===== src/include/mem_defs.svh =====
`ifndef MEM_DEFS_SVH
`define MEM_DEFS_SVH

// RAM geometry
`define MEM_DEPTH 1024               // Words
`define MEM_WIDTH 32                 // Bits per word
`define MEM_LANES (`MEM_WIDTH / 8)   // Byte lanes per word

// Address widths, both derived from the geometry above
`define MEM_WADDR_W $clog2(`MEM_DEPTH)

// Byte address is the word address with the lane select bits below it
`define MEM_BADDR_W (`MEM_WADDR_W + $clog2(`MEM_LANES))

`endif


===== src/logic/mem_pkg.sv =====
`default_nettype none

`include "mem_defs.svh"

package mem_pkg;

    // Load/store access size
    typedef enum logic [1:0] {
        size_byte = 2'b00,
        size_half = 2'b01,
        size_word = 2'b10
    } access_size_t;

    // One RAM word, seen as byte lanes or as halfwords
    typedef union packed {
        logic [`MEM_LANES-1:0][7:0]      lanes;   // Lane 0 is the low byte
        logic [`MEM_LANES/2-1:0][15:0]   halves;  // Half 0 is the low half
    } mem_word_u;

endpackage

`default_nettype wire


===== src/logic/data_port.sv =====
`default_nettype none

`include "mem_defs.svh"

module data_port
    import mem_pkg::*;
(
    input  wire                          g_clk,
    input  wire                          rst_n,

    // Master side, four-phase req/ack
    input  wire                          req,
    output logic                         ack,
    output logic                         err,        // Misaligned, valid with ack
    input  wire  [`MEM_BADDR_W-1:0]      addr,       // Byte address
    input  wire                          wen,
    input  var   access_size_t           size,
    input  wire                          sign_ext,   // Sign extend sub-word loads
    input  wire  [`MEM_WIDTH-1:0]        wdata,
    output mem_word_u                    rdata,

    // RAM side
    output logic                         ram_cen,
    output logic                         ram_wen,
    output logic [`MEM_LANES-1:0]        ram_strb,
    output logic [`MEM_WADDR_W-1:0]      ram_addr,   // Word address
    output logic [`MEM_WIDTH-1:0]        ram_wdata,
    input  wire  [`MEM_WIDTH-1:0]        ram_rdata
);

localparam logic [1:0] st_idle    = 2'd0;
localparam logic [1:0] st_issue   = 2'd1;  // RAM cycle in flight
localparam logic [1:0] st_release = 2'd2;  // Result out, wait for req low

logic [1:0]               state;
logic                     mis_q;           // Accepted access was misaligned

// Request captured on acceptance
logic                     wen_q;
access_size_t             size_q;
logic                     sign_q;
logic [1:0]               lane_q;          // Low byte address bits
logic [`MEM_LANES-1:0]    strb_q;
logic [`MEM_WADDR_W-1:0]  addr_q;
logic [`MEM_WIDTH-1:0]    wdata_q;

// Request decode
logic                     misaligned;
logic [`MEM_LANES-1:0]    strb_d;
logic [`MEM_WIDTH-1:0]    wdata_d;

// Load extraction
mem_word_u                ram_word;
mem_word_u                load_word;
logic [7:0]               load_b;
logic [15:0]              load_h;

// Alignment check, strobe select and lane replication
always_comb begin
    misaligned = 1'b0;
    strb_d     = '1;
    wdata_d    = wdata;
    case (size)
        size_byte: begin
            strb_d  = 4'b0001 << addr[1:0];
            wdata_d = {`MEM_LANES{wdata[7:0]}};
        end
        size_half: begin
            misaligned = addr[0];
            strb_d     = 4'b0011 << {addr[1], 1'b0};
            wdata_d    = {(`MEM_LANES/2){wdata[15:0]}};
        end
        size_word: begin
            misaligned = |addr[1:0];
        end
        default: begin
            misaligned = 1'b1;   // Reserved size code, never reaches the RAM
        end
    endcase
end

assign ram_word = ram_rdata;

// Same RAM word picked apart by lane or by half, depending on size
always_comb begin
    load_b = ram_word.lanes[lane_q];
    load_h = ram_word.halves[lane_q[1]];
    case (size_q)
        size_byte: load_word = {{24{sign_q & load_b[7]}}, load_b};
        size_half: load_word = {{16{sign_q & load_h[15]}}, load_h};
        default:   load_word = ram_word;
    endcase
end

// Handshake FSM
always_ff @(posedge g_clk or negedge rst_n) begin
    if (!rst_n) begin
        state <= st_idle;
        mis_q <= 1'b0;
        ack   <= 1'b0;
        err   <= 1'b0;
    end else begin
        case (state)
            st_idle: begin
                if (req) begin
                    state <= st_issue;
                    mis_q <= misaligned;
                end
            end
            st_issue: begin
                state <= st_release;   // RAM samples the request at this edge
            end
            st_release: begin
                if (!ack) begin
                    ack <= 1'b1;
                    err <= mis_q;
                end else if (!req) begin
                    ack   <= 1'b0;
                    state <= st_idle;
                end
            end
            default: begin
                state <= st_idle;
            end
        endcase
    end
end

// Request payload and load result
always_ff @(posedge g_clk) begin
    if ((state == st_idle) && req) begin
        wen_q   <= wen;
        size_q  <= size;
        sign_q  <= sign_ext;
        lane_q  <= addr[1:0];
        strb_q  <= strb_d;
        addr_q  <= addr[`MEM_BADDR_W-1:2];
        wdata_q <= wdata_d;
    end

    // Stores and errors leave the previous result in place
    if ((state == st_release) && !ack && !wen_q && !mis_q) begin
        rdata <= load_word;
    end
end

assign ram_cen   = (state == st_issue) && !mis_q;
assign ram_wen   = wen_q;
assign ram_strb  = strb_q;
assign ram_addr  = addr_q;
assign ram_wdata = wdata_q;

// Master keeps req up from acceptance until it has seen ack
ap_req_held : assert property (
    @(posedge g_clk) disable iff (!rst_n)
    ((state != st_idle) && !ack) |-> req
) else $error("data_port: req dropped before ack");

// RAM cycle only for an aligned request with its lane strobed,
// one cycle long, result and ack two edges after it starts
ap_cen_issue : assert property (
    @(posedge g_clk) disable iff (!rst_n)
    ram_cen |-> (ram_strb[lane_q]
                 && !((size_q == size_half) && lane_q[0])
                 && !((size_q == size_word) && (lane_q != 2'b00)))
            ##1 (!ram_cen && (state == st_release)) ##1 ack
) else $error("data_port: ram_cen for a misaligned or unstrobed request");

endmodule

`default_nettype wire


===== config.mk =====
export PLATFORM = sky130hd
export DESIGN_NAME = data_port
export DESIGN_NICKNAME = d
export VERILOG_FILES = /design/src/logic/mem_pkg.sv /design/src/logic/data_port.sv
export VERILOG_INCLUDE_DIRS = /design/src /design/src/include
export SDC_FILE = /design/constraint.sdc
export NUM_CORES = 1
export LEC_CHECK = 0
export BUFFER_PORTS_ARGS = -buffer_cell sky130_fd_sc_hd__buf_4
export CAP_MARGIN = 20
export CORE_MARGIN = 5
export CORE_UTILIZATION = 32
export CTS_BUF_LIST = sky130_fd_sc_hd__clkbuf_4 sky130_fd_sc_hd__clkbuf_8
export DETAILED_ROUTE_END_ITERATION = 8
export PLACE_DENSITY = 0.64
export RECOVER_POWER = 50
export SETUP_SLACK_MARGIN = 0.05
export SYNTH_ARGS = -nofsm -noshare
export SYNTH_HDL_FRONTEND = slang
export SYNTH_SLANG_ARGS = --single-unit

===== constraint.sdc =====
create_clock -name g_clk -period 4.5 [get_ports g_clk]
set_clock_uncertainty 0.1 [all_clocks]
set_input_delay 1.125 -clock g_clk [delete_from_list [all_inputs] [get_ports g_clk]]
set_output_delay 1.125 -clock g_clk [all_outputs]
set_load 0.01 [all_outputs]

==> Implementation_results.wiki <==
{| class="wikitable"
! Metric !! Value
|-
| Result of the run || complete, but fails checks
|-
| Failing checks || capacitance limit, slew limit
|-
| Vias per inst || 4.92
|-
| Startpoint of the most critical setup path || size[1]
|-
| Layout-stage area growth over the synthesis result || 37.4%
|-
| CTS sink count || 89
|-
| Setup crit end kind || register
|-
| Startpoint of the most critical hold path || state[0]$_DFFE_PN0P_
|-
| Number of cells on the worst reg-to-reg path || 3
|-
| Die W || 120 microns
|-
| Global route overflow || 0
|-
| Vias || around 2800
|-
| Residual DRC count || 0
|-
| Most frequent cell after synthesis || sky130_fd_sc_hd__edfxtp_1
|-
| Maximum VDD drop || 0.220 mV
|-
| FF-to-FF setup slack || around 1.9 ns
|-
| Count of final max-slew check failures || 33
|-
| Internal Pwr Total || 0.00157 W
|-
| CTS root buf || sky130_fd_sc_hd__clkbuf_8
|-
| Clock latency reported for the late side of the worst-skew pair || ~0.36 ns
|-
| Net count of the mapped netlist || 338
|-
| Leakage dissipation || 2.16 nW
|-
| Fraction of layout cells with a size suffix above 1 || 0.492
|-
| Xor and xnor fraction of the mapped netlist area || 0
|-
| Start-to-end type of the worst setup path || primary input to register
|-
| Switching share of total power || 0.294
|-
| Number of library cell types mapped by synthesis || 35
|-
| Count of placed standard cells in the final layout, fillers left out || 570
|-
| Synthesized-area fraction occupied by adder cells || 0
|-
| Count of nets after finishing || around 500
|-
| First-pass GRT wire length || 15600 microns
|-
| Overall routed net length || 10200 microns
|-
| Setup TNS || 0 ns
|-
| Antenna diode count || 0
|-
| RSZ-0062 raised after global routing || false
|-
| Post CTS Setup Buffer Count || 0
|-
| Routed length per placed instance || 18.0 microns
|-
| Fraction of the yosys area taken by sequential cells || 0.682
|-
| Total of buffers placed on input and output ports || approximately 160
|-
| Total routing resource utilization after global routing || 0.142
|-
| Maximum fanout along the worst path || 31
|-
| Cells taking the most area after synthesis || sky130_fd_sc_hd__edfxtp_1, sky130_fd_sc_hd__mux2_2, sky130_fd_sc_hd__dfrtp_1
|-
| Deepest clock path buffer count || 2
|-
| CTS tree || built
|-
| Row count || 40
|-
| Routability congestion estimate from global placement || 0.750
|-
| Period utilisation layout || 0.631
|-
| Total clock buffers created by CTS || 9
|-
| Initial cell density of the core || 0.324
|-
| Part of the power in combinational logic || 0.262
|-
| Worst reg2reg endpoint || rdata[10]$_DFFE_PP_
|-
| Register bit total from synthesis || 89
|-
| CP arrival || 2.85 ns
|-
| Final hold vios || 0
|-
| Required time of the critical path || 4.51 ns
|-
| Number of placed instances with taps included || 554
|-
| Multiplexer share of the synthesized area || 0.0922
|-
| Clock-pin slew of the registers on the worst-case setup and hold paths || 0.08 ns
|-
| Simple-gate share of the synthesized area || 0.0683
|-
| Count of final setup violators || 0
|-
| Net load switching power || 0.000657 W
|-
| Minimum period implied by the final worst setup slack || 2.84 ns
|-
| Worst reg2reg path startpoint || state[0]$_DFFE_PN0P_
|-
| Post-CTS resize count || 0
|-
| Die area || about 14000 sq um
|-
| Highest achievable clock rate || between 300 and 400 MHz
|-
| Compound-cell area share of the yosys netlist || 0.130
|-
| Area leader, netlist || sky130_fd_sc_hd__edfxtp_1
|-
| Combinational family with the most area after synthesis || compound AO/OA/AOI/OAI gates
|-
| Main flop type after synthesis || sky130_fd_sc_hd__edfxtp_1
|-
| Average footprint of a synthesized cell || 15.2 sq um
|-
| Clock power share || 0.217
|-
| Maximum level of the CTS H-tree || 3
|-
| CTS hold repair buffers || 0
|-
| Critical Path Sink || ram_wdata[9]$_DFFE_PP_
|-
| Filler cell count || 1137
|-
| Syn Inst Count || 255
|-
| Worst-case headroom to the max-slew limit || -0.170
|-
| Largest net degree at the start of global routing || 54
|-
| Maximum Capacitance Violations || 1
|-
| Sequential cell area || ~2600 sq um
|-
| Placed wire-length estimate after detailed placement || between 7000 and 8000 microns
|-
| Yosys top cell area share || 0.650
|-
| Number of top-level pins || between 150 and 200
|-
| Standard cell core area || 12000 sq um
|-
| Number of global-route vias before repair || 2888
|-
| Multi-input logic area || roughly 1100 sq um
|-
| Category of the worst setup path launch point || primary input
|-
| Chip height || 120 microns
|-
| Number of synthesized flops with an enable pin || between 80 and 90
|-
| Leading post-synthesis cells by instance count || sky130_fd_sc_hd__edfxtp_1, sky130_fd_sc_hd__nand2_1, sky130_fd_sc_hd__mux2_2, sky130_fd_sc_hd__a21o_1, sky130_fd_sc_hd__o21ai_2
|-
| Iteration-0 DRC Markers || about 160
|-
| Count of TritonRoute iterations in the first routing pass || 4
|-
| Count of synthesis-stage warnings from yosys || 0
|-
| Antenna violations before repair || 0
|-
| Fraction of registers with async set/reset || 0.0562
|-
| Actual slew at the worst max-slew pin || 1.75 ns
|-
| Hold/Removal Path Class || register to register
|-
| Total standard cell area after synthesis || 3880 sq um
|-
| Total power per unit cell area || 418 nW/um^2
|-
| Portion of total power attributed to sequential cells || 0.521
|-
| Post-route antenna net violation count || 0
|}
-- per-layer routing --
| layer | part of all wire | global-route usage |
|---|---|---|
| met3 | 0.16 | 0.0829 |
| met2 | 0.44 | 0.206 |
| met5 | 0 | 0 |
| met1 | 0.39 | 0.166 |
| met4 | 0.021 | 0.0687 |
-- logic make-up (layout without fill, tap and decap cells) --
kind of cell           after synthesis  count (layout)
flip-flops                          89              89
AO/OA/AOI/OAI                       63              63
AND/OR/NAND/NOR                     53              53
multiplexers                        30              30
buffers and inverters               20             188
-- state kept, by name, summed over array words and instances (netlist names) --
name	cells
ack	1
err	1
lane_q	2
mis_q	1
ram_addr	10
ram_strb	4
ram_wdata	32
ram_wen	1
rdata	32
sign_q	1
size_q	2
state	2
-- layout make-up --
class | count | share of cell area
repair buffers | 167 | 0.223
clock inverters | 6 | 0.00657
flip-flops and latches | 89 | 0.497
inverters | 5 | 0.00352
multi-input cells | 146 | 0.211
well taps | 147 | 0.0345
clock buffers | 10 | 0.0246
-- power by group through the flow --
stage / Combinational (W) / Sequential [W] / Clock (W)
after detailed placement: 0.000605 / 0.00118 / 0
after CTS: 0.000606 / 0.00117 / 0.000507
after global placement: 0.000599 / 0.00118 / 0
final: 0.000583 / 0.00116 / 0.000485
after floorplan: 0.000274 / 0.00122 / 0
after global routing: 0.000639 / 0.00118 / 0.000544
-- metrics by stage --
| stage | hold slack [ns] | total power [W] | setup slack, ns | utilization | cell area [sq um] |
|---|---|---|---|---|---|
| finish | 0.398 | 0.00223 | 1.66 | 0.446 | 5330 |
| global route | 0.425 | 0.00236 | 1.49 | 0.446 | 5330 |
| CTS | 0.413 | 0.00228 | 1.99 | 0.453 | 5420 |
| detailed placement | 0.403 | 0.00179 | 1.84 | 0.439 | 5250 |
| global placement | 0.397 | 0.00178 | 1.85 | 0.439 | 5250 |
| floorplan | 0.363 | 0.00149 | 0.246 | - | 3890 |
-- worst max-delay path, stage by stage --
cell                       delay (ns)
sky130_fd_sc_hd__clkbuf_1        0.98
sky130_fd_sc_hd__nor2_2          0.35
sky130_fd_sc_hd__mux2_2          0.39
-- worst min path at each step --
| stage | to | slack, ns | cells after the start |
|---|---|---|---|
| floorplan | state[0]$_DFFE_PN0P_ | 0.36 | 1 |
| global placement | err$_DFFE_PN0P_ | 0.40 | 1 |
| detailed placement | err$_DFFE_PN0P_ | 0.40 | 1 |
| CTS | state[1]$_DFFE_PN0P_ | 0.41 | 1 |
| global route | state[0]$_DFFE_PN0P_ | 0.42 | 1 |
| finish | state[0]$_DFFE_PN0P_ | 0.40 | 1 |
-- cell usage in the layout, fill, tap and decap left out, types with 5 or more instances in the layout --
cell type / count
sky130_fd_sc_hd__buf_4: 137
sky130_fd_sc_hd__edfxtp_1: 84
sky130_fd_sc_hd__nand2_1: 28
sky130_fd_sc_hd__mux2_2: 18
sky130_fd_sc_hd__clkbuf_1: 16
sky130_fd_sc_hd__clkbuf_4: 14
sky130_fd_sc_hd__a21o_1: 10
sky130_fd_sc_hd__o21ai_2: 10
sky130_fd_sc_hd__o21ai_0: 9
sky130_fd_sc_hd__clkbuf_8: 9
sky130_fd_sc_hd__mux2i_1: 8
sky130_fd_sc_hd__nor2b_1: 8
sky130_fd_sc_hd__a221o_1: 8
sky130_fd_sc_hd__a211o_1: 7
sky130_fd_sc_hd__o221a_2: 7
sky130_fd_sc_hd__nand2b_1: 6
sky130_fd_sc_hd__o21ai_1: 6
sky130_fd_sc_hd__inv_1: 5
sky130_fd_sc_hd__dfrtp_1: 5
No activity file was read; power rests on OpenSTA's default activity.
